[src/issuer_consts.svh]
// sizing macros for the command issuer, included by the package and any module needing widths
`ifndef ISSUER_CONSTS_SVH
`define ISSUER_CONSTS_SVH

// processors in the SIMD array
`define ISS_PROC_COUNT 4

// slots for parked commands, power of two
`define ISS_FIFO_DEPTH 8

// command and dependency id width, id 0 means none
`define ISS_ID_W 6

`define ISS_ADDR_W 12   // load/store address
`define ISS_COUNT_W 8   // element count in the info word
`define ISS_OP_W 4      // processor op code

// count and op share the info operand, so together they fill one address field

`endif

[src/issuer_pkg.sv]
// types and helpers shared by the issuer modules and testbench, use with import issuer_pkg::*
`default_nettype none
`include "issuer_consts.svh"

package issuer_pkg;

    typedef logic [`ISS_ID_W-1:0] cmd_id_t;

    // payload of one command
    typedef struct packed {
        logic [`ISS_ADDR_W-1:0]  addr_0;
        logic [`ISS_ADDR_W-1:0]  addr_1;
        logic [`ISS_ADDR_W-1:0]  wr_addr;
        logic [`ISS_COUNT_W-1:0] count;
        logic [`ISS_OP_W-1:0]    op;
    } cmd_info_t;

    // one queue entry
    typedef struct packed {
        cmd_id_t   id;
        cmd_id_t   dep;   // 0 when free to run
        cmd_info_t info;
    } cmd_t;

    typedef logic [$clog2(`ISS_PROC_COUNT)-1:0] proc_idx_t;
    typedef logic [`ISS_PROC_COUNT-1:0]         proc_mask_t;

    typedef enum logic [1:0] {INSTR_NOP, INSTR_LD, INSTR_INFO, INSTR_STORE} instr_op_e;

    // info operand is {count, op}
    typedef struct packed {
        instr_op_e              opcode;
        logic [`ISS_ADDR_W-1:0] operand;
    } instr_t;

    typedef enum logic [2:0] {
        ISS_IDLE, ISS_FINISH, ISS_FETCH, ISS_CHECK, ISS_PARK, ISS_ISSUE
    } issue_state_e;

    typedef enum logic [2:0] {
        SND_IDLE, SND_SELECT, SND_LD0, SND_LD1, SND_INFO, SND_STORE
    } send_state_e;

    // index of the lowest set bit, 0 for an empty mask
    function automatic proc_idx_t lowest_set(input proc_mask_t mask);
        proc_idx_t idx;
        idx = '0;
        for (int i = `ISS_PROC_COUNT - 1; i >= 0; i--) begin
            if (mask[i]) idx = proc_idx_t'(i);
        end
        return idx;
    endfunction

endpackage

`default_nettype wire

[src/dep_fifo.sv]
// circular buffer parking commands whose dependency is still running, head visible without a pop
`timescale 1ns/1ns
`default_nettype none
`include "issuer_consts.svh"

module dep_fifo #(
    parameter int DEPTH = `ISS_FIFO_DEPTH
) (
    input  wire                    i_clk,
    input  wire                    i_rstn,
    input  wire                    i_push,
    input  wire                    i_pop,
    input  wire issuer_pkg::cmd_t  i_data,
    output issuer_pkg::cmd_t       o_data,
    output logic                   o_empty,
    output logic                   o_full,
    output logic [$clog2(DEPTH):0] o_count
);
    import issuer_pkg::*;

    localparam int PTR_W = $clog2(DEPTH);

    cmd_t             mem [DEPTH];
    logic [PTR_W-1:0] wr_ptr;
    logic [PTR_W-1:0] rd_ptr;
    logic             do_push;
    logic             do_pop;

    assign o_empty = (o_count == '0);
    assign o_full  = (o_count == (PTR_W + 1)'(DEPTH));

    // ignore push when full and pop when empty
    assign do_push = i_push && !o_full;
    assign do_pop  = i_pop && !o_empty;

    assign o_data = mem[rd_ptr]; // head shows through

    always_ff @(posedge i_clk or negedge i_rstn) begin
        if (!i_rstn) begin
            wr_ptr  <= '0;
            rd_ptr  <= '0;
            o_count <= '0;
        end else begin
            if (do_push) wr_ptr <= wr_ptr + 1'b1; // wraps at DEPTH
            if (do_pop)  rd_ptr <= rd_ptr + 1'b1;
            case ({do_push, do_pop})
                2'b10:   o_count <= o_count + 1'b1;
                2'b01:   o_count <= o_count - 1'b1;
                default: o_count <= o_count; // both or neither
            endcase
        end
    end

    always_ff @(posedge i_clk) begin
        if (do_push) mem[wr_ptr] <= i_data;
    end

endmodule

`default_nettype wire

[src/inflight_table.sv]
// record of the command id running on each processor, searched in parallel for dependencies
`timescale 1ns/1ns
`default_nettype none

module inflight_table (
    input  wire                        i_clk,
    input  wire                        i_rstn,
    input  wire                        i_set,
    input  wire                        i_clear,
    input  wire issuer_pkg::proc_idx_t i_set_proc,
    input  wire issuer_pkg::proc_idx_t i_clear_proc,
    input  wire issuer_pkg::cmd_id_t   i_set_id,
    input  wire issuer_pkg::cmd_id_t   i_lookup_id,
    output logic                       o_hit
);
    import issuer_pkg::*;

    localparam int N = $bits(proc_mask_t);

    proc_mask_t valid;        // entry holds a running command
    cmd_id_t    run_id [N];
    proc_mask_t match;

    // valid bits
    always_ff @(posedge i_clk or negedge i_rstn) begin
        if (!i_rstn) begin
            valid <= '0;
        end else begin
            if (i_clear) begin
                valid[i_clear_proc] <= 1'b0;
            end
            if (i_set) begin
                valid[i_set_proc] <= 1'b1;
            end
        end
    end

    always_ff @(posedge i_clk) begin
        if (i_set) run_id[i_set_proc] <= i_set_id;
    end

    // one comparator per processor
    // ids are never 0, so a lookup of 0 cannot hit
    always_comb begin
        for (int i = 0; i < N; i++) begin
            match[i] = valid[i] && (run_id[i] == i_lookup_id);
        end
    end

    assign o_hit = |match;

endmodule

`default_nettype wire

[src/issue_ctrl.sv]
// issuer FSM serving finishes, rescanning parked commands and fetching new ones from the queue
`timescale 1ns/1ns
`default_nettype none
`include "issuer_consts.svh"

module issue_ctrl (
    input  wire                                i_clk,
    input  wire                                i_rstn,
    input  wire issuer_pkg::cmd_t              i_cmd,
    input  wire                                i_queue_empty,
    input  wire issuer_pkg::proc_mask_t        i_busy_proc,
    input  wire issuer_pkg::proc_mask_t        i_finish_proc,
    input  wire issuer_pkg::cmd_t              fifo_data,
    input  wire                                fifo_empty,
    input  wire                                fifo_full,
    input  wire [$clog2(`ISS_FIFO_DEPTH):0]    fifo_count,
    input  wire                                table_hit,
    input  wire                                send_done,
    output logic                               o_queue_rd,
    output issuer_pkg::proc_mask_t             o_ack_proc,
    output logic                               fifo_push,
    output logic                               fifo_pop,
    output issuer_pkg::cmd_t                   fifo_wdata,
    output logic                               table_set,
    output logic                               table_clear,
    output issuer_pkg::proc_idx_t              table_set_proc,
    output issuer_pkg::proc_idx_t              table_clear_proc,
    output issuer_pkg::cmd_id_t                table_set_id,
    output issuer_pkg::cmd_id_t                table_lookup_id,
    output logic                               send_start,
    output issuer_pkg::proc_idx_t              send_proc,
    output issuer_pkg::cmd_info_t              send_info
);
    import issuer_pkg::*;

    localparam int CNT_W = $clog2(`ISS_FIFO_DEPTH) + 1;

    issue_state_e     state;
    cmd_t             cur_cmd;   // command in flight through the FSM
    proc_idx_t        fin_proc;  // processor being acked
    logic             from_fifo; // fetch source
    logic             started;   // start already sent in ISSUE
    logic [CNT_W-1:0] budget;    // parked commands left to rescan
    logic             any_free;

    assign any_free = ~&i_busy_proc;

    always_ff @(posedge i_clk or negedge i_rstn) begin
        if (!i_rstn) begin
            state     <= ISS_IDLE;
            fin_proc  <= '0;
            from_fifo <= 1'b0;
            started   <= 1'b0;
            budget    <= '0;
        end else begin
            case (state)
                ISS_IDLE: begin
                    if (|i_finish_proc) begin
                        fin_proc <= lowest_set(i_finish_proc);
                        state    <= ISS_FINISH;
                    end else if (budget != '0 && !fifo_empty && any_free) begin
                        from_fifo <= 1'b1;
                        state     <= ISS_FETCH;
                    end else if (!i_queue_empty && any_free && !fifo_full) begin
                        from_fifo <= 1'b0;
                        state     <= ISS_FETCH;
                    end
                end
                ISS_FINISH: begin
                    budget <= fifo_count; // give every parked command one more look
                    state  <= ISS_IDLE;
                end
                ISS_FETCH: begin
                    if (from_fifo) budget <= budget - 1'b1;
                    state <= ISS_CHECK;
                end
                ISS_CHECK: begin
                    state <= table_hit ? ISS_PARK : ISS_ISSUE;
                end
                ISS_PARK: begin
                    state <= ISS_IDLE;
                end
                ISS_ISSUE: begin
                    started <= 1'b1;
                    if (send_done) begin
                        started <= 1'b0;
                        state   <= ISS_IDLE;
                    end
                end
                default: state <= ISS_IDLE;
            endcase
        end
    end

    // command register, loaded from whichever source was picked
    always_ff @(posedge i_clk) begin
        if (state == ISS_FETCH) begin
            cur_cmd <= from_fifo ? fifo_data : i_cmd;
        end
    end

    assign o_queue_rd = (state == ISS_FETCH) && !from_fifo;
    assign fifo_pop   = (state == ISS_FETCH) && from_fifo;
    assign fifo_push  = (state == ISS_PARK);
    assign fifo_wdata = cur_cmd;

    // finish handling
    assign table_clear      = (state == ISS_FINISH);
    assign table_clear_proc = fin_proc;

    always_comb begin
        o_ack_proc = '0;
        if (state == ISS_FINISH) o_ack_proc[fin_proc] = 1'b1;
    end

    assign table_lookup_id = cur_cmd.dep;

    // busy bits only fall on a finish ack, so the free pick holds until start
    assign send_start     = (state == ISS_ISSUE) && !started;
    assign send_proc      = lowest_set(~i_busy_proc);
    assign send_info      = cur_cmd.info;
    assign table_set      = send_start;
    assign table_set_proc = send_proc;
    assign table_set_id   = cur_cmd.id;

endmodule

`default_nettype wire

[src/instr_sender.sv]
// sequencer that enables one processor and walks it through the four instruction words
`timescale 1ns/1ns
`default_nettype none

module instr_sender (
    input  wire                         i_clk,
    input  wire                         i_rstn,
    input  wire                         i_start,
    input  wire issuer_pkg::proc_idx_t  i_proc,
    input  wire issuer_pkg::cmd_info_t  i_info,
    input  wire issuer_pkg::proc_mask_t i_busy_proc,
    input  wire issuer_pkg::proc_mask_t i_ack_proc,
    output issuer_pkg::proc_mask_t      o_en_proc,
    output issuer_pkg::instr_t          o_instr,
    output logic                        o_done
);
    import issuer_pkg::*;

    send_state_e state;
    proc_idx_t   proc_q;  // target processor
    cmd_info_t   info_q;
    logic        ack_sel;
    logic        busy_sel;

    assign ack_sel  = i_ack_proc[proc_q];
    assign busy_sel = i_busy_proc[proc_q];

    always_ff @(posedge i_clk or negedge i_rstn) begin
        if (!i_rstn) begin
            state <= SND_IDLE;
        end else begin
            case (state)
                SND_IDLE:   if (i_start) state <= SND_SELECT;
                SND_SELECT: if (!busy_sel) state <= SND_LD0; // enable pulsed here
                SND_LD0:    if (ack_sel) state <= SND_LD1;
                SND_LD1:    if (ack_sel) state <= SND_INFO;
                SND_INFO:   if (ack_sel) state <= SND_STORE;
                SND_STORE:  if (ack_sel) state <= SND_IDLE;
                default:    state <= SND_IDLE;
            endcase
        end
    end

    always_ff @(posedge i_clk) begin
        if (state == SND_IDLE && i_start) begin
            proc_q <= i_proc;
            info_q <= i_info;
        end
    end

    always_comb begin
        o_en_proc = '0;
        if (state == SND_SELECT && !busy_sel) o_en_proc[proc_q] = 1'b1;
    end

    // word on the bus, NOP outside the word states
    always_comb begin
        o_instr = '0;
        case (state)
            SND_LD0: begin
                o_instr.opcode  = INSTR_LD;
                o_instr.operand = info_q.addr_0;
            end
            SND_LD1: begin
                o_instr.opcode  = INSTR_LD;
                o_instr.operand = info_q.addr_1;
            end
            SND_INFO: begin
                o_instr.opcode  = INSTR_INFO;
                o_instr.operand = {info_q.count, info_q.op};
            end
            SND_STORE: begin
                o_instr.opcode  = INSTR_STORE;
                o_instr.operand = info_q.wr_addr;
            end
            default: o_instr = '0;
        endcase
    end

    assign o_done = (state == SND_STORE) && ack_sel; // last word taken

endmodule

`default_nettype wire

[src/issuer_top.sv]
// top level of the command issuer, connects the queue and processor ports to the internal blocks
`timescale 1ns/1ns
`default_nettype none
`include "issuer_consts.svh"

module issuer_top (
    input  wire                         i_clk,
    input  wire                         i_rstn,
    input  wire issuer_pkg::cmd_t       i_cmd,
    input  wire                         i_queue_empty,
    input  wire issuer_pkg::proc_mask_t i_busy_proc,
    input  wire issuer_pkg::proc_mask_t i_finish_proc,
    input  wire issuer_pkg::proc_mask_t i_ack_proc,
    output logic                        o_queue_rd,
    output issuer_pkg::proc_mask_t      o_en_proc,
    output issuer_pkg::instr_t          o_instr,
    output issuer_pkg::proc_mask_t      o_ack_proc
);
    import issuer_pkg::*;

    // parked-command FIFO
    logic                              fifo_push;
    logic                              fifo_pop;
    cmd_t                              fifo_wdata;
    cmd_t                              fifo_data;
    logic                              fifo_empty;
    logic                              fifo_full;
    logic [$clog2(`ISS_FIFO_DEPTH):0]  fifo_count;

    // in-flight table
    logic      table_set;
    logic      table_clear;
    proc_idx_t table_set_proc;
    proc_idx_t table_clear_proc;
    cmd_id_t   table_set_id;
    cmd_id_t   table_lookup_id;
    logic      table_hit;

    // controller to sender
    logic      send_start;
    proc_idx_t send_proc;
    cmd_info_t send_info;
    logic      send_done;

    issue_ctrl u_ctrl (
        .i_clk            (i_clk),
        .i_rstn           (i_rstn),
        .i_cmd            (i_cmd),
        .i_queue_empty    (i_queue_empty),
        .i_busy_proc      (i_busy_proc),
        .i_finish_proc    (i_finish_proc),
        .fifo_data        (fifo_data),
        .fifo_empty       (fifo_empty),
        .fifo_full        (fifo_full),
        .fifo_count       (fifo_count),
        .table_hit        (table_hit),
        .send_done        (send_done),
        .o_queue_rd       (o_queue_rd),
        .o_ack_proc       (o_ack_proc),
        .fifo_push        (fifo_push),
        .fifo_pop         (fifo_pop),
        .fifo_wdata       (fifo_wdata),
        .table_set        (table_set),
        .table_clear      (table_clear),
        .table_set_proc   (table_set_proc),
        .table_clear_proc (table_clear_proc),
        .table_set_id     (table_set_id),
        .table_lookup_id  (table_lookup_id),
        .send_start       (send_start),
        .send_proc        (send_proc),
        .send_info        (send_info)
    );

    instr_sender u_sender (
        .i_clk       (i_clk),
        .i_rstn      (i_rstn),
        .i_start     (send_start),
        .i_proc      (send_proc),
        .i_info      (send_info),
        .i_busy_proc (i_busy_proc),
        .i_ack_proc  (i_ack_proc),
        .o_en_proc   (o_en_proc),
        .o_instr     (o_instr),
        .o_done      (send_done)
    );

    inflight_table u_table (
        .i_clk        (i_clk),
        .i_rstn       (i_rstn),
        .i_set        (table_set),
        .i_clear      (table_clear),
        .i_set_proc   (table_set_proc),
        .i_clear_proc (table_clear_proc),
        .i_set_id     (table_set_id),
        .i_lookup_id  (table_lookup_id),
        .o_hit        (table_hit)
    );

    dep_fifo #(
        .DEPTH (`ISS_FIFO_DEPTH)
    ) u_fifo (
        .i_clk   (i_clk),
        .i_rstn  (i_rstn),
        .i_push  (fifo_push),
        .i_pop   (fifo_pop),
        .i_data  (fifo_wdata),
        .o_data  (fifo_data),
        .o_empty (fifo_empty),
        .o_full  (fifo_full),
        .o_count (fifo_count)
    );

endmodule

`default_nettype wire

[config.mk]
export PLATFORM = sky130hd
export DESIGN_NAME = issuer_top
export DESIGN_NICKNAME = d
export VERILOG_FILES = /design/src/issuer_pkg.sv /design/src/dep_fifo.sv /design/src/inflight_table.sv /design/src/issue_ctrl.sv /design/src/instr_sender.sv /design/src/issuer_top.sv
export VERILOG_INCLUDE_DIRS = /design/src /design/src/src
export SDC_FILE = /design/constraint.sdc
export NUM_CORES = 1
export LEC_CHECK = 0
export ABC_AREA = 1
export BUFFER_PORTS_ARGS = -buffer_cell sky130_fd_sc_hd__buf_2
export CELL_PAD_IN_SITES_DETAIL_PLACEMENT = 1
export CELL_PAD_IN_SITES_GLOBAL_PLACEMENT = 2
export CORE_MARGIN = 10
export CORE_UTILIZATION = 39
export CTS_CLUSTER_SIZE = 16
export DETAILED_ROUTE_END_ITERATION = 10
export PLACE_DENSITY_LB_ADDON = 0.1
export RECOVER_POWER = 100
export SLEW_MARGIN = 20
export SYNTH_ARGS = -nofsm -noshare
export SYNTH_HDL_FRONTEND = slang
export SYNTH_SLANG_ARGS = --single-unit
[constraint.sdc]
create_clock -name i_clk -period 6.2 [get_ports i_clk]
set_input_delay 0.93 -clock i_clk [delete_from_list [all_inputs] [get_ports i_clk]]
set_output_delay 0.93 -clock i_clk [all_outputs]
set_load 0.02 [all_outputs]
After elaboration in Yosys (flattened, before gate mapping)
Memories as Yosys holds them, arrays and structs flattened.
Cells that the tools add are included.
{"block": "word_totals", "ram_bits": 504, "n_memories": 2, "out_inout_bits": 23, "wordCells": 155, "regBits": 138, "input_bits": 75}
{"name": "u_fifo.mem", "depth": 8, "width": 60, "read_ports": 1, "rd_clocked_by_memory_dff": 0, "wr": 1, "line": "dep_fifo.sv:23", "rtl": "cmd_t mem [DEPTH];"}
{"name": "u_table.run_id", "depth": 4, "width": 6, "read_ports": 4, "rd_clocked_by_memory_dff": 0, "wr": 1, "line": "inflight_table.sv:21", "rtl": "cmd_id_t run_id [N];"}
{"block": "op_classes", "muxes": 47, "n_bitwise": 5, "n_addsub": 5, "magnitude_cmp": 6, "eq_ne": 26, "n_reduce_logical": 41}
{"cell": "2-to-1 mux 60 bit", "n": 1}
{"cell": "one-hot mux 14 bit (4 select lines)", "n": 1}
{"cell": "2-to-1 mux 3 bit", "n": 10}
{"cell": "equality test 6 bit", "n": 4}
{"cell": "2-to-1 mux 4 bit", "n": 5}
{"cell": "logical AND 1 bit", "n": 19}
{"cell": "one-hot mux 3 bit (6 select lines)", "n": 1}
{"cell": "2-to-1 mux 2 bit", "n": 8}
{"cell": "one-hot mux 4 bit (2 select lines)", "n": 2}
{"cell": "2-to-1 mux 1 bit", "n": 13}
{"cell": "equality test 3 x 2 -> 1 bit (second input constant)", "n": 4}
{"cell": "equality test 3 bit (second input constant)", "n": 4}
{"cell": "inequality test 2 x 1 -> 1 bit (second input constant)", "n": 6}
{"cell": "one-hot mux 3 bit (4 select lines)", "n": 1}
{"cell": "< comparator 2 x 3 -> 1 bit (second input constant)", "n": 3}
{"cell": "inverter 4 bit", "n": 2}
{"cell": "OR reduction 4 bit", "n": 2}
{"cell": "subtractor 4 x 1 -> 4 bit (second input constant)", "n": 2}
{"cell": "logical NOT 1 bit", "n": 7}
{"cell": "adder 3 x 1 -> 3 bit (second input constant)", "n": 2}
{"cell": "demux 1 bit (select 2 bit)", "n": 3}
{"cell": "equality test 3 x 1 -> 1 bit (second input constant)", "n": 2}
{"cell": "greater-or-equal comparator 2 x 1 -> 1 bit (second input constant)", "n": 3}
{"cell": "logical NOT 3 bit", "n": 2}
{"cell": "other kinds (17)", "n": 23}

Logic depth before layout (Yosys ltp)
Gate-level depths: netlist of the first run.
{"block": "depth", "word_depth": 11, "depth_mapped": 12, "mapped_depth_nobuf": 12}

By module
A second synthesis of the first run with hierarchy kept.
{"block": "unflattened", "hier_cells": 2917, "area_unflattened_um2": 28559.9}
{"module": "dep_fifo", "seq_area_each_um2": 14664.1, "n_inst": 1, "cells_each": 2156, "area_each_um2": 21240.4}
{"module": "issue_ctrl", "seq_area_each_um2": 2077.0, "n_inst": 1, "cells_each": 427, "area_each_um2": 3762.4}
{"module": "instr_sender", "seq_area_each_um2": 1576.5, "n_inst": 1, "cells_each": 171, "area_each_um2": 2193.4}
{"module": "inflight_table", "seq_area_each_um2": 820.8, "n_inst": 1, "cells_each": 163, "area_each_um2": 1363.8}

Least setup slack after synthesis of the first run
Ideal clock, no wire load.
{"block": "synth_timing", "path_type": "register to register", "startpoint": "register u_sender.state[2]", "endpoint": "register u_sender.info_q[0] in the netlist's numbering (enable)", "synth_period_minus_slack_ns": 6.148, "t_required_ns": 5.619, "setup_time_ns": 0.581, "n_path_buf": 2, "path_stages_with_launch": 4, "arrival_time_ns": 5.567, "path_slack_ns": 0.052, "cell_sequence": "dfrtp_1 > buf_2 > buf_1 > nor4_1"}
{"block": "synth_between", "elab_chain_cells": 2}
{"item": "start: declaration", "line": "instr_sender.sv:19", "rtl": "send_state_e state;"}
{"item": "start signal: assignment", "line": "instr_sender.sv:30", "rtl": "state <= SND_IDLE;"}
{"item": "start signal: assignment", "line": "instr_sender.sv:33", "rtl": "SND_IDLE: if (i_start) state <= SND_SELECT;"}
{"item": "start signal: assignment", "line": "instr_sender.sv:34", "rtl": "SND_SELECT: if (!busy_sel) state <= SND_LD0;"}
{"item": "logical NOT 3 bit", "line": "instr_sender.sv:45", "rtl": "if (state == SND_IDLE && i_start) begin"}
{"item": "logical AND 1 bit", "line": "instr_sender.sv:45"}
{"item": "end signal: assignment", "line": "instr_sender.sv:47", "rtl": "info_q <= i_info;"}
{"item": "end: declaration", "line": "instr_sender.sv:21", "rtl": "cmd_info_t info_q;"}
Every way passes these cells.
A chain may end at the register's enable or synchronous reset.

Worst setup path after layout of the first run
{"block": "layout_timing", "startpoint": "register u_fifo.o_count[0]", "endpoint": "memory u_fifo.mem[4][39] in the netlist's numbering (enable)"}
{"block": "layout_between", "elab_chain_cells": 5}
{"item": "start: declaration", "line": "dep_fifo.sv:17", "rtl": "output logic [$clog2(DEPTH):0] o_count"}
{"item": "start signal: assignment", "line": "dep_fifo.sv:47", "rtl": "2'b10: o_count <= o_count + 1'b1;"}
{"item": "start signal: assignment", "line": "dep_fifo.sv:48", "rtl": "2'b01: o_count <= o_count - 1'b1;"}
{"item": "start signal: assignment", "line": "dep_fifo.sv:49", "rtl": "default: o_count <= o_count;"}
{"item": "equality test 4 bit", "line": "dep_fifo.sv:30", "rtl": "assign o_full = (o_count == (PTR_W + 1)'(DEPTH));"}
{"item": "logical NOT 1 bit", "line": "dep_fifo.sv:33", "rtl": "assign do_push = i_push && !o_full;"}
{"item": "logical AND 1 bit", "line": "dep_fifo.sv:33"}
{"item": "2-to-1 mux 1 bit", "line": "dep_fifo.sv:55", "rtl": "if (do_push) mem[wr_ptr] <= i_data;"}
{"item": "2-to-1 mux 1 bit (not written as such)", "line": "dep_fifo.sv:55"}
{"item": "end: declaration", "line": "dep_fifo.sv:23"}
Every way passes these cells.

==> metrics.md, run 1 <==
| Metric | Value |
|---|---|
| LEAKAGE | 9.79 nW |
| Prevailing post-synth register cell | edfxtp_1 |
| Synth area leaders | edfxtp_1 71%, nor2_1 5.9%, o21ai_0 4.1% |
| Synth Net Count | 2,105 |
| Fin. max-slew vios | 532 |
| Die ar. | 0.0769 mm² |
| Fmax | 213 MHz |
| Synth Cell Area | 0.0258 mm² |
| Power Total | 11.0 mW |
| Area delta synth->final | 13.1% |
| I/O pin total | 98 |
| Switching component of the power | 3.05 mW |
| Tot GR Track Use | 0.183 |
| First-pass GRT wire length | 108 mm |
| Minimum clock period | 4.68 ns |
| Peak VDD IR | 315 µV |
| TritonCTS clock tree | built |
| Simple-gate area share of the yosys netlist | 0.103 |
| Clock slew at reported path FFs | 0.06 ns |
| Post-synth EDFFs | 614 |
| Commonest cells in the netlist | 614 x edfxtp_1, 403 x nor2_1, 213 x o21ai_0 |
| Antenna violations before repair | 3 |
| Async S/R FF share, synth | 0.0436 |
| Final WL | 71.4 mm |
| Status | finished with violations |
| Worst Path Buf+Inv | 2 |
| Synth Instances | 2,024 |
| P_int | 7.91 mW |
| Die extent in y | 277 µm |
| TritonCTS Buffers | 73 |
| Fin Setup TNS | 0 ns |
| CP Class | register to register |
| H-tree levels | 3 |
| Share of layout cells above drive strength 1 | 0.0891 |
| Unrepaired setup endpoints after global routing | false |
| Cells after DPL | 2,898 |
| Critical Path Max Stage Delay | 1.19 ns |
| Worst-path fanout max | 34 |
| Sw Ratio | 0.279 |
| Clock network fraction of total power | 0.384 |
| Post-route insts no fill | 3,031 |
| CP endpoint kind | register |
| CP startpoint kind | register |
| TritonCTS Sinks | 642 |
| Final ANT Viol Nets | 0 |
| Max-Cap Viols | 16 |
| # rows | 94 |
| WL/cell | 23.6 µm |
| Initial core utilization | 0.393 |
| Unique cell type count in the Yosys netlist | 36 |
| Drt pass-1 iters | 5 |
| Average size of a mapped cell | 12.8 µm² |
| Final hold slack | 0.533 ns |
| Finished Core Util | 0.444 |
| Clock buffer depth | 3 |
| Mux cell area share after synthesis | 0 |
| Post-synthesis compound-gate area fraction | 0.105 |
| Root buf cell | clkbuf_16 |
| Synth Area in Adders | 0.00291 |
| Seq cells post-synth | 642 |
| Hold_buf cts | 0 |
| Vias per cell | 5.37 |
| Post-synth top area share | 0.714 |
| Clock Skew | 0.0144 ns |
| Synth warn | 0 |
| GP Congestion | 0.783 |
| Vias in the first global route | 17,000 |
| Area leader, netlist | edfxtp_1 |
| Worst-path cell chain | nor2_1 -> nand3_1 -> nand4_1 -> or2_0 -> nor2_1 -> clkbuf_1 -> clkbuf_2 |
| Die width | 277 µm |
| Post-CTS Resized | 0 |
| IO buf count | 97 |
| Grt ovf | 0 |
| Largest net degree at the start of global routing | 160 |
| Combinational family with the most area after synthesis | compound AO/OA/AOI/OAI gates |
| Combinational Power Share | 0.137 |
| Vias | 16,300 |
| CP arrival | 4.89 ns |
| Nets | 2,191 |
| Core area | 0.0657 mm² |
| Worst path required time | 6.41 ns |
| Final setup vio count | 0 |
| Skew-Pair Late Insertion Delay | 0.61 ns |
| Final Cycle Share | 0.756 |
| Sequential Power Share | 0.480 |
| CP most frequent cell | nor2_1 |
| Hold Path Class | register to register |
| Most common cell in the netlist | edfxtp_1 |
| Slew margin rel. | -1.09 |
| Xor/xnor share of the synthesized area | 0.00441 |
| Slowest-stage cell, CP | clkbuf_1 |
| Violated checks | max-capacitance violations, max-slew violations |
| Power Dens Cells | 375 mW/mm² |
| Top delay family on crit path | buffers and inverters |
| Setup bufs post-CTS | 0 |
| DRC | 0 |
| DP Wirelength | 39.8 mm |
| DRT iter0 DRCs | 1,115 |
| Hold Fails Final Rpt | 0 |
| Worst-Margin Slew | 3.14 ns |
| Post-synthesis sequential area ratio | 0.741 |
## flip-flops by register name, indices dropped and copies added, names as in the netlist
name	flops
u_ctrl.budget	4
u_ctrl.fifo_wdata	48
u_ctrl.from_fifo	1
u_ctrl.started	1
u_ctrl.state	3
u_ctrl.table_clear_proc	2
u_ctrl.table_lookup_id	6
u_ctrl.table_set_id	6
u_fifo.mem	480
u_fifo.o_count	4
u_fifo.rd_ptr	3
u_fifo.wr_ptr	3
u_sender.info_q	48
u_sender.proc_q	2
u_sender.state	3
u_table.run_id	24
u_table.valid	4
## power groups by stage
stage,registers (mW),logic (mW),clock network [mW]
CTS,5.27,1.59,4.32
global placement,5.35,1.55,0
global route,5.30,1.70,4.50
detailed placement,5.36,1.58,0
finish,5.26,1.50,4.21
floorplan,5.16,1.23,0
## layer usage
layer  GRT usage  routed length, µm
met1       0.250              32800
met2       0.292              33900
met3      0.0354               3500
met4      0.0510               1210
met5           0                 30
## cells in the final DEF (no fill, tap or decap), types with 5 or more instances in the layout
cell / instances
o211ai_1: 122
nor2_1: 403
clkbuf_2: 5
nor3_1: 10
clkbuf_16: 77
a22oi_1: 12
ha_1: 6
clkinv_1: 18
o21ai_1: 54
buf_4: 6
buf_2: 73
clkinv_2: 8
inv_1: 123
nand4_1: 15
o21ai_0: 274
a21oi_1: 10
clkbuf_1: 55
bufinv_16: 6
nand3_1: 108
nand2_1: 102
edfxtp_1: 614
xor2_1: 9
dfrtp_1: 25
## worst reg2reg max path: stages, from the launching register on
cell	delay, ns
dfrtp_1	0.45
nor2_1	0.09
nand3_1	0.12
nand4_1	0.19
or2_0	0.38
nor2_1	0.67
clkbuf_1	1.19
clkbuf_2	1.16
## final cells by class
cell class	instances	area [µm²]
antenna	2	5.00
clock buffer	94	1990
clock inverter	36	322
fill	6748	36500
inverter	127	484
multi-input combinational	1141	5550
sequential	642	19100
tap	864	1080
timing repair buffer	125	638
## logic make-up after synthesis
logic type | count (synthesis)
XOR/XNOR | 13
AO/OA/AOI/OAI | 476
buffers and inverters | 241
AND/OR/NAND/NOR | 646
adder cells (fa/ha/maj) | 6
flip-flops | 642
## worst paths after layout
check	start	end	slack [ns]	depth (start not counted)
worst max register to register	u_fifo.o_count[0]	u_fifo.mem[4][39]	1.52	7
worst min register to register	u_fifo.wr_ptr[0]	u_fifo.wr_ptr[0]	0.53	2
min in group asynchronous	i_rstn	u_table.valid[3]	0.83	1
worst min-delay path	u_fifo.wr_ptr[0]	u_fifo.wr_ptr[0]	0.53	2
max in group asynchronous	i_rstn	u_fifo.rd_ptr[0]	4.02	1
worst max-delay path	u_fifo.o_count[0]	u_fifo.mem[4][39]	1.52	7
## through the flow
step	setup slack [ns]	area (µm²)
final	1.52	29200
after global routing	1.12	29200
after CTS	2.09	29400
after detailed placement	2.72	27100
after global placement	2.93	27100
after floorplan	0.0515	25800
No activity file was read; power rests on OpenSTA's default activity.
==> inputs of run 2 (changes only) <==
--- a/config.mk
+++ b/config.mk
@@ -6,12 +6,12 @@
 export SDC_FILE = /design/constraint.sdc
 export NUM_CORES = 1
 export LEC_CHECK = 0
-export ABC_AREA = 1
+export ABC_AREA = 0
 export BUFFER_PORTS_ARGS = -buffer_cell sky130_fd_sc_hd__buf_2
 export CELL_PAD_IN_SITES_DETAIL_PLACEMENT = 1
 export CELL_PAD_IN_SITES_GLOBAL_PLACEMENT = 2
 export CORE_MARGIN = 10
-export CORE_UTILIZATION = 39
+export CORE_UTILIZATION = 44
 export CTS_CLUSTER_SIZE = 16
 export DETAILED_ROUTE_END_ITERATION = 10
 export PLACE_DENSITY_LB_ADDON = 0.1
==> constraint.sdc (replaced) <==
create_clock -name i_clk -period 4.1 [get_ports i_clk]
set_input_delay 0.615 -clock i_clk [delete_from_list [all_inputs] [get_ports i_clk]]
set_output_delay 0.615 -clock i_clk [all_outputs]
set_load 0.02 [all_outputs]
==> run 2 against run 1 <==
Net effect: the flow still finishes with violations (max-capacitance violations, max-slew violations); synthesized area decreased by 3.6%; clock power increased by 42%; flip-flop and latch count unchanged; clock skew increased by 0.010 ns; largest power group unchanged; highest routed layer is now met4.
==> metrics.md, run 2 <==
| Metric | Value |
|---|---|
| Hold Fails Final Rpt | 0 (unchanged) |
| Synth Instances | 1,230 (-39%) |
| Filler instances | 5,117 (-24%) |
| Largest net degree at the start of global routing | 92 (-43%) |
| Post-synth top area share | 0.741 (+0.0269) |
| Initial core utilization | 0.443 (+0.0503) |
| Vias per cell | 5.56 (+3.6%) |
| Worst-path fanout max | 62 (+82%) |
| Minimum clock period | 3.56 ns (-1.13 ns) |
| Post-CTS Resized | 0 (unchanged) |
| GP Congestion | 0.723 (-7.7%) |
| LEAKAGE | 8.83 nW (-9.8%) |
| Fmax | 281 MHz (+32%) |
| First-pass GRT wire length | 86.5 mm (-20%) |
| Vias | 12,100 (-26%) |
| Most frequent cells in the layout | 614 x edfxtp_1, 122 x mux4_2, 83 x mux2i_1, 78 x nor2_1 |
| Unrepaired setup endpoints after global routing | false |
| Fin Setup TNS | 0 ns (unchanged) |
| Top delay family on crit path | flip-flops |
| DP Wirelength | 31.6 mm (-21%) |
| Synth Cell Area | 0.0249 mm² (-3.6%) |
| DRT iter0 DRCs | 798 (-28%) |
| Final WL | 57.9 mm (-19%) |
| Combinational Power Share | 0.134 (-0.003) |
| Slew margin rel. | -0.311 (+0.783) |
| Final setup vio count | 0 (unchanged) |
| Unique cell type count in the Yosys netlist | 55 (+53%) |
| IO buf count | 97 (unchanged) |
| Async S/R FF share, synth | 0.0436 (unchanged) |
| CP startpoint kind | register |
| CP Class | register to register |
| Hold Path Depth | 2 (unchanged) |
| Fin. max-slew vios | 150 (-72%) |
| Area leader, netlist | edfxtp_1 |
| Hold Path Class | primary input to register |
| Area delta synth->final | 13.8% |
| Switching component of the power | 4.22 mW (+38%) |
| Post-synth EDFFs | 614 (unchanged) |
| Share of layout cells above drive strength 1 | 0.224 (+0.135) |
| Violated checks | max-capacitance violations, max-slew violations |
| Nets | 1,441 (-34%) |
| Synth Net Count | 1,311 (-38%) |
| Commonest cells in the netlist | 614 x edfxtp_1, 122 x mux4_2, 83 x mux2i_1 |
| # rows | 87 (-7.4%) |
| Core area | 0.0562 mm² (-15%) |
| Average size of a mapped cell | 20.2 µm² (+59%) |
| Diode count | 0 (-2) |
| TritonCTS Sinks | 642 (unchanged) |
| Prevailing post-synth register cell | edfxtp_1 |
| Antenna violations before repair | 0 (-3) |
| Power Total | 16.1 mW (+47%) |
| Root buf cell | clkbuf_16 |
| Worst-path cell chain | clkbuf_4 -> mux4_2 -> mux2i_1 -> a21oi_1 |
| Most common cell in the netlist | edfxtp_1 |
| Die ar. | 0.0665 mm² (-14%) |
| Peak VDD IR | 374 µV (+19%) |
| Slowest-stage cell, CP | dfrtp_2 |
| Number of flip-flops in the largest register | 480 (unchanged) |
| Clock buffer depth | 3 (unchanged) |
| H-tree levels | 3 (unchanged) |
| Worst Path Buf+Inv | 1 (-1) |
| Final Cycle Share | 0.868 (+0.112) |
| TritonCTS Buffers | 70 (-4.1%) |
| Clock Skew | 0.0246 ns (+0.0102 ns) |
| Synth warn | 0 (unchanged) |
| P_int | 11.9 mW (+50%) |
| Tot GR Track Use | 0.175 (-0.00809) |
| Worst-Margin Slew | 1.96 ns (-1.18 ns) |
| Setup bufs post-CTS | 0 (unchanged) |
| CP arrival | 3.88 ns (-1.01 ns) |
| WL/cell | 26.7 µm (+13%) |
| Largest Register | u_fifo.mem |
| Worst path required time | 4.42 ns (-1.99 ns) |
| Clock network fraction of total power | 0.371 (-0.013) |
| Worst R2R Path Depth | 4 (-3) |
| DRC | 0 (unchanged) |
| Die extent in y | 258 µm (-7.0%) |
| Max-Cap Viols | 4 (-12) |
| Post-synthesis sequential area ratio | 0.769 (+0.0279) |
| Power Dens Cells | 568 mW/mm² (+51%) |
| CP endpoint kind | register |
| Drt pass-1 iters | 5 (unchanged) |
| Skew-Pair Late Insertion Delay | 0.61 ns (about the same) |
| Die width | 258 µm (-7.0%) |
| Sequential Power Share | 0.496 (+0.016) |
| Commonest non-fill, non-tap cell in the layout | edfxtp_1 |
| Critical path depth | 4 (-3) |
| Clock slew at reported path FFs | 0.07 ns (about the same) |
| Sw Ratio | 0.262 (-0.0164) |
| Final ANT Viol Nets | 0 (unchanged) |
| TritonCTS clock tree | built |
| Finished Core Util | 0.504 (+0.0597) |
| I/O pin total | 98 (unchanged) |
| Status | finished with violations |
| Hold_buf cts | 0 (unchanged) |
| Seq cells post-synth | 642 (unchanged) |
| Synth area leaders | edfxtp_1 74%, mux4_2 11%, mux2i_1 3.3% |
| Critical Path Max Stage Delay | 1.42 ns (+0.23 ns) |
| Grt ovf | 0 (unchanged) |
| Vias in the first global route | 13,000 (-23%) |
==> run 2: kinds of logic after synthesis <==
kind of cell    synth area share
compound gates            0.0254
mux                        0.145
buf+inv                   0.0149
xor+xnor                  0.0120
simple gates              0.0312
fa+ha+maj                0.00302
flops                      0.769
==> run 2: cell type report <==
class | count | area, µm² | share of cell area
well taps | 756 | 946 | 0.0334
clock buffers | 94 | 1920 | 0.0680
multi-input cells | 515 | 5370 | 0.190
flip-flops and latches | 642 | 19200 | 0.676
clock inverters | 34 | 235 | 0.00831
repair buffers | 121 | 653 | 0.0231
inverters | 10 | 38.8 | 0.00137
==> run 2: power groups by stage <==
stage	Combinational, mW	Sequential (mW)	Clock [mW]
finish	2.15	7.98	5.96
detailed placement	2.25	8.15	0
global route	2.37	8.03	6.39
floorplan	1.79	7.79	0
global placement	2.21	8.13	0
CTS	2.26	8.01	6.12
==> run 2: worst paths after layout <==
| check | to | from | slack, ns |
|---|---|---|---|
| max | u_ctrl.fifo_wdata[23] | u_fifo.rd_ptr[1] | 0.54 |
| min | u_table.valid[2] | i_busy_proc[2] | 0.32 |
| max reg2reg | u_ctrl.fifo_wdata[23] | u_fifo.rd_ptr[1] | 0.54 |
| min reg2reg | u_ctrl.started | u_ctrl.started | 0.51 |
| max in group asynchronous | u_fifo.rd_ptr[0] | i_rstn | 2.33 |
| min in group asynchronous | u_table.valid[3] | i_rstn | 0.49 |
==> run 2: through the flow <==
stage          cell area, µm²  hold slack (ns)  instances  setup WS, ns
3_3_place_gp            26400            0.490       2044          1.33
3_5_place_dp            26400            0.511       2044          1.26
2_1_floorplan           24900            0.319       1230         -1.96
5_1_grt                 28300            0.323       2172         0.259
4_1_cts                 28600           0.0758       2172         0.606
6_report                28300            0.317       2172         0.542
==> run 2: per-layer routing <==
layer / global-route usage / wire, µm
met4: 0.0477 / 1070
met3: 0.0300 / 2310
met2: 0.284 / 28500
met1: 0.241 / 26000
met5: 0 / 0
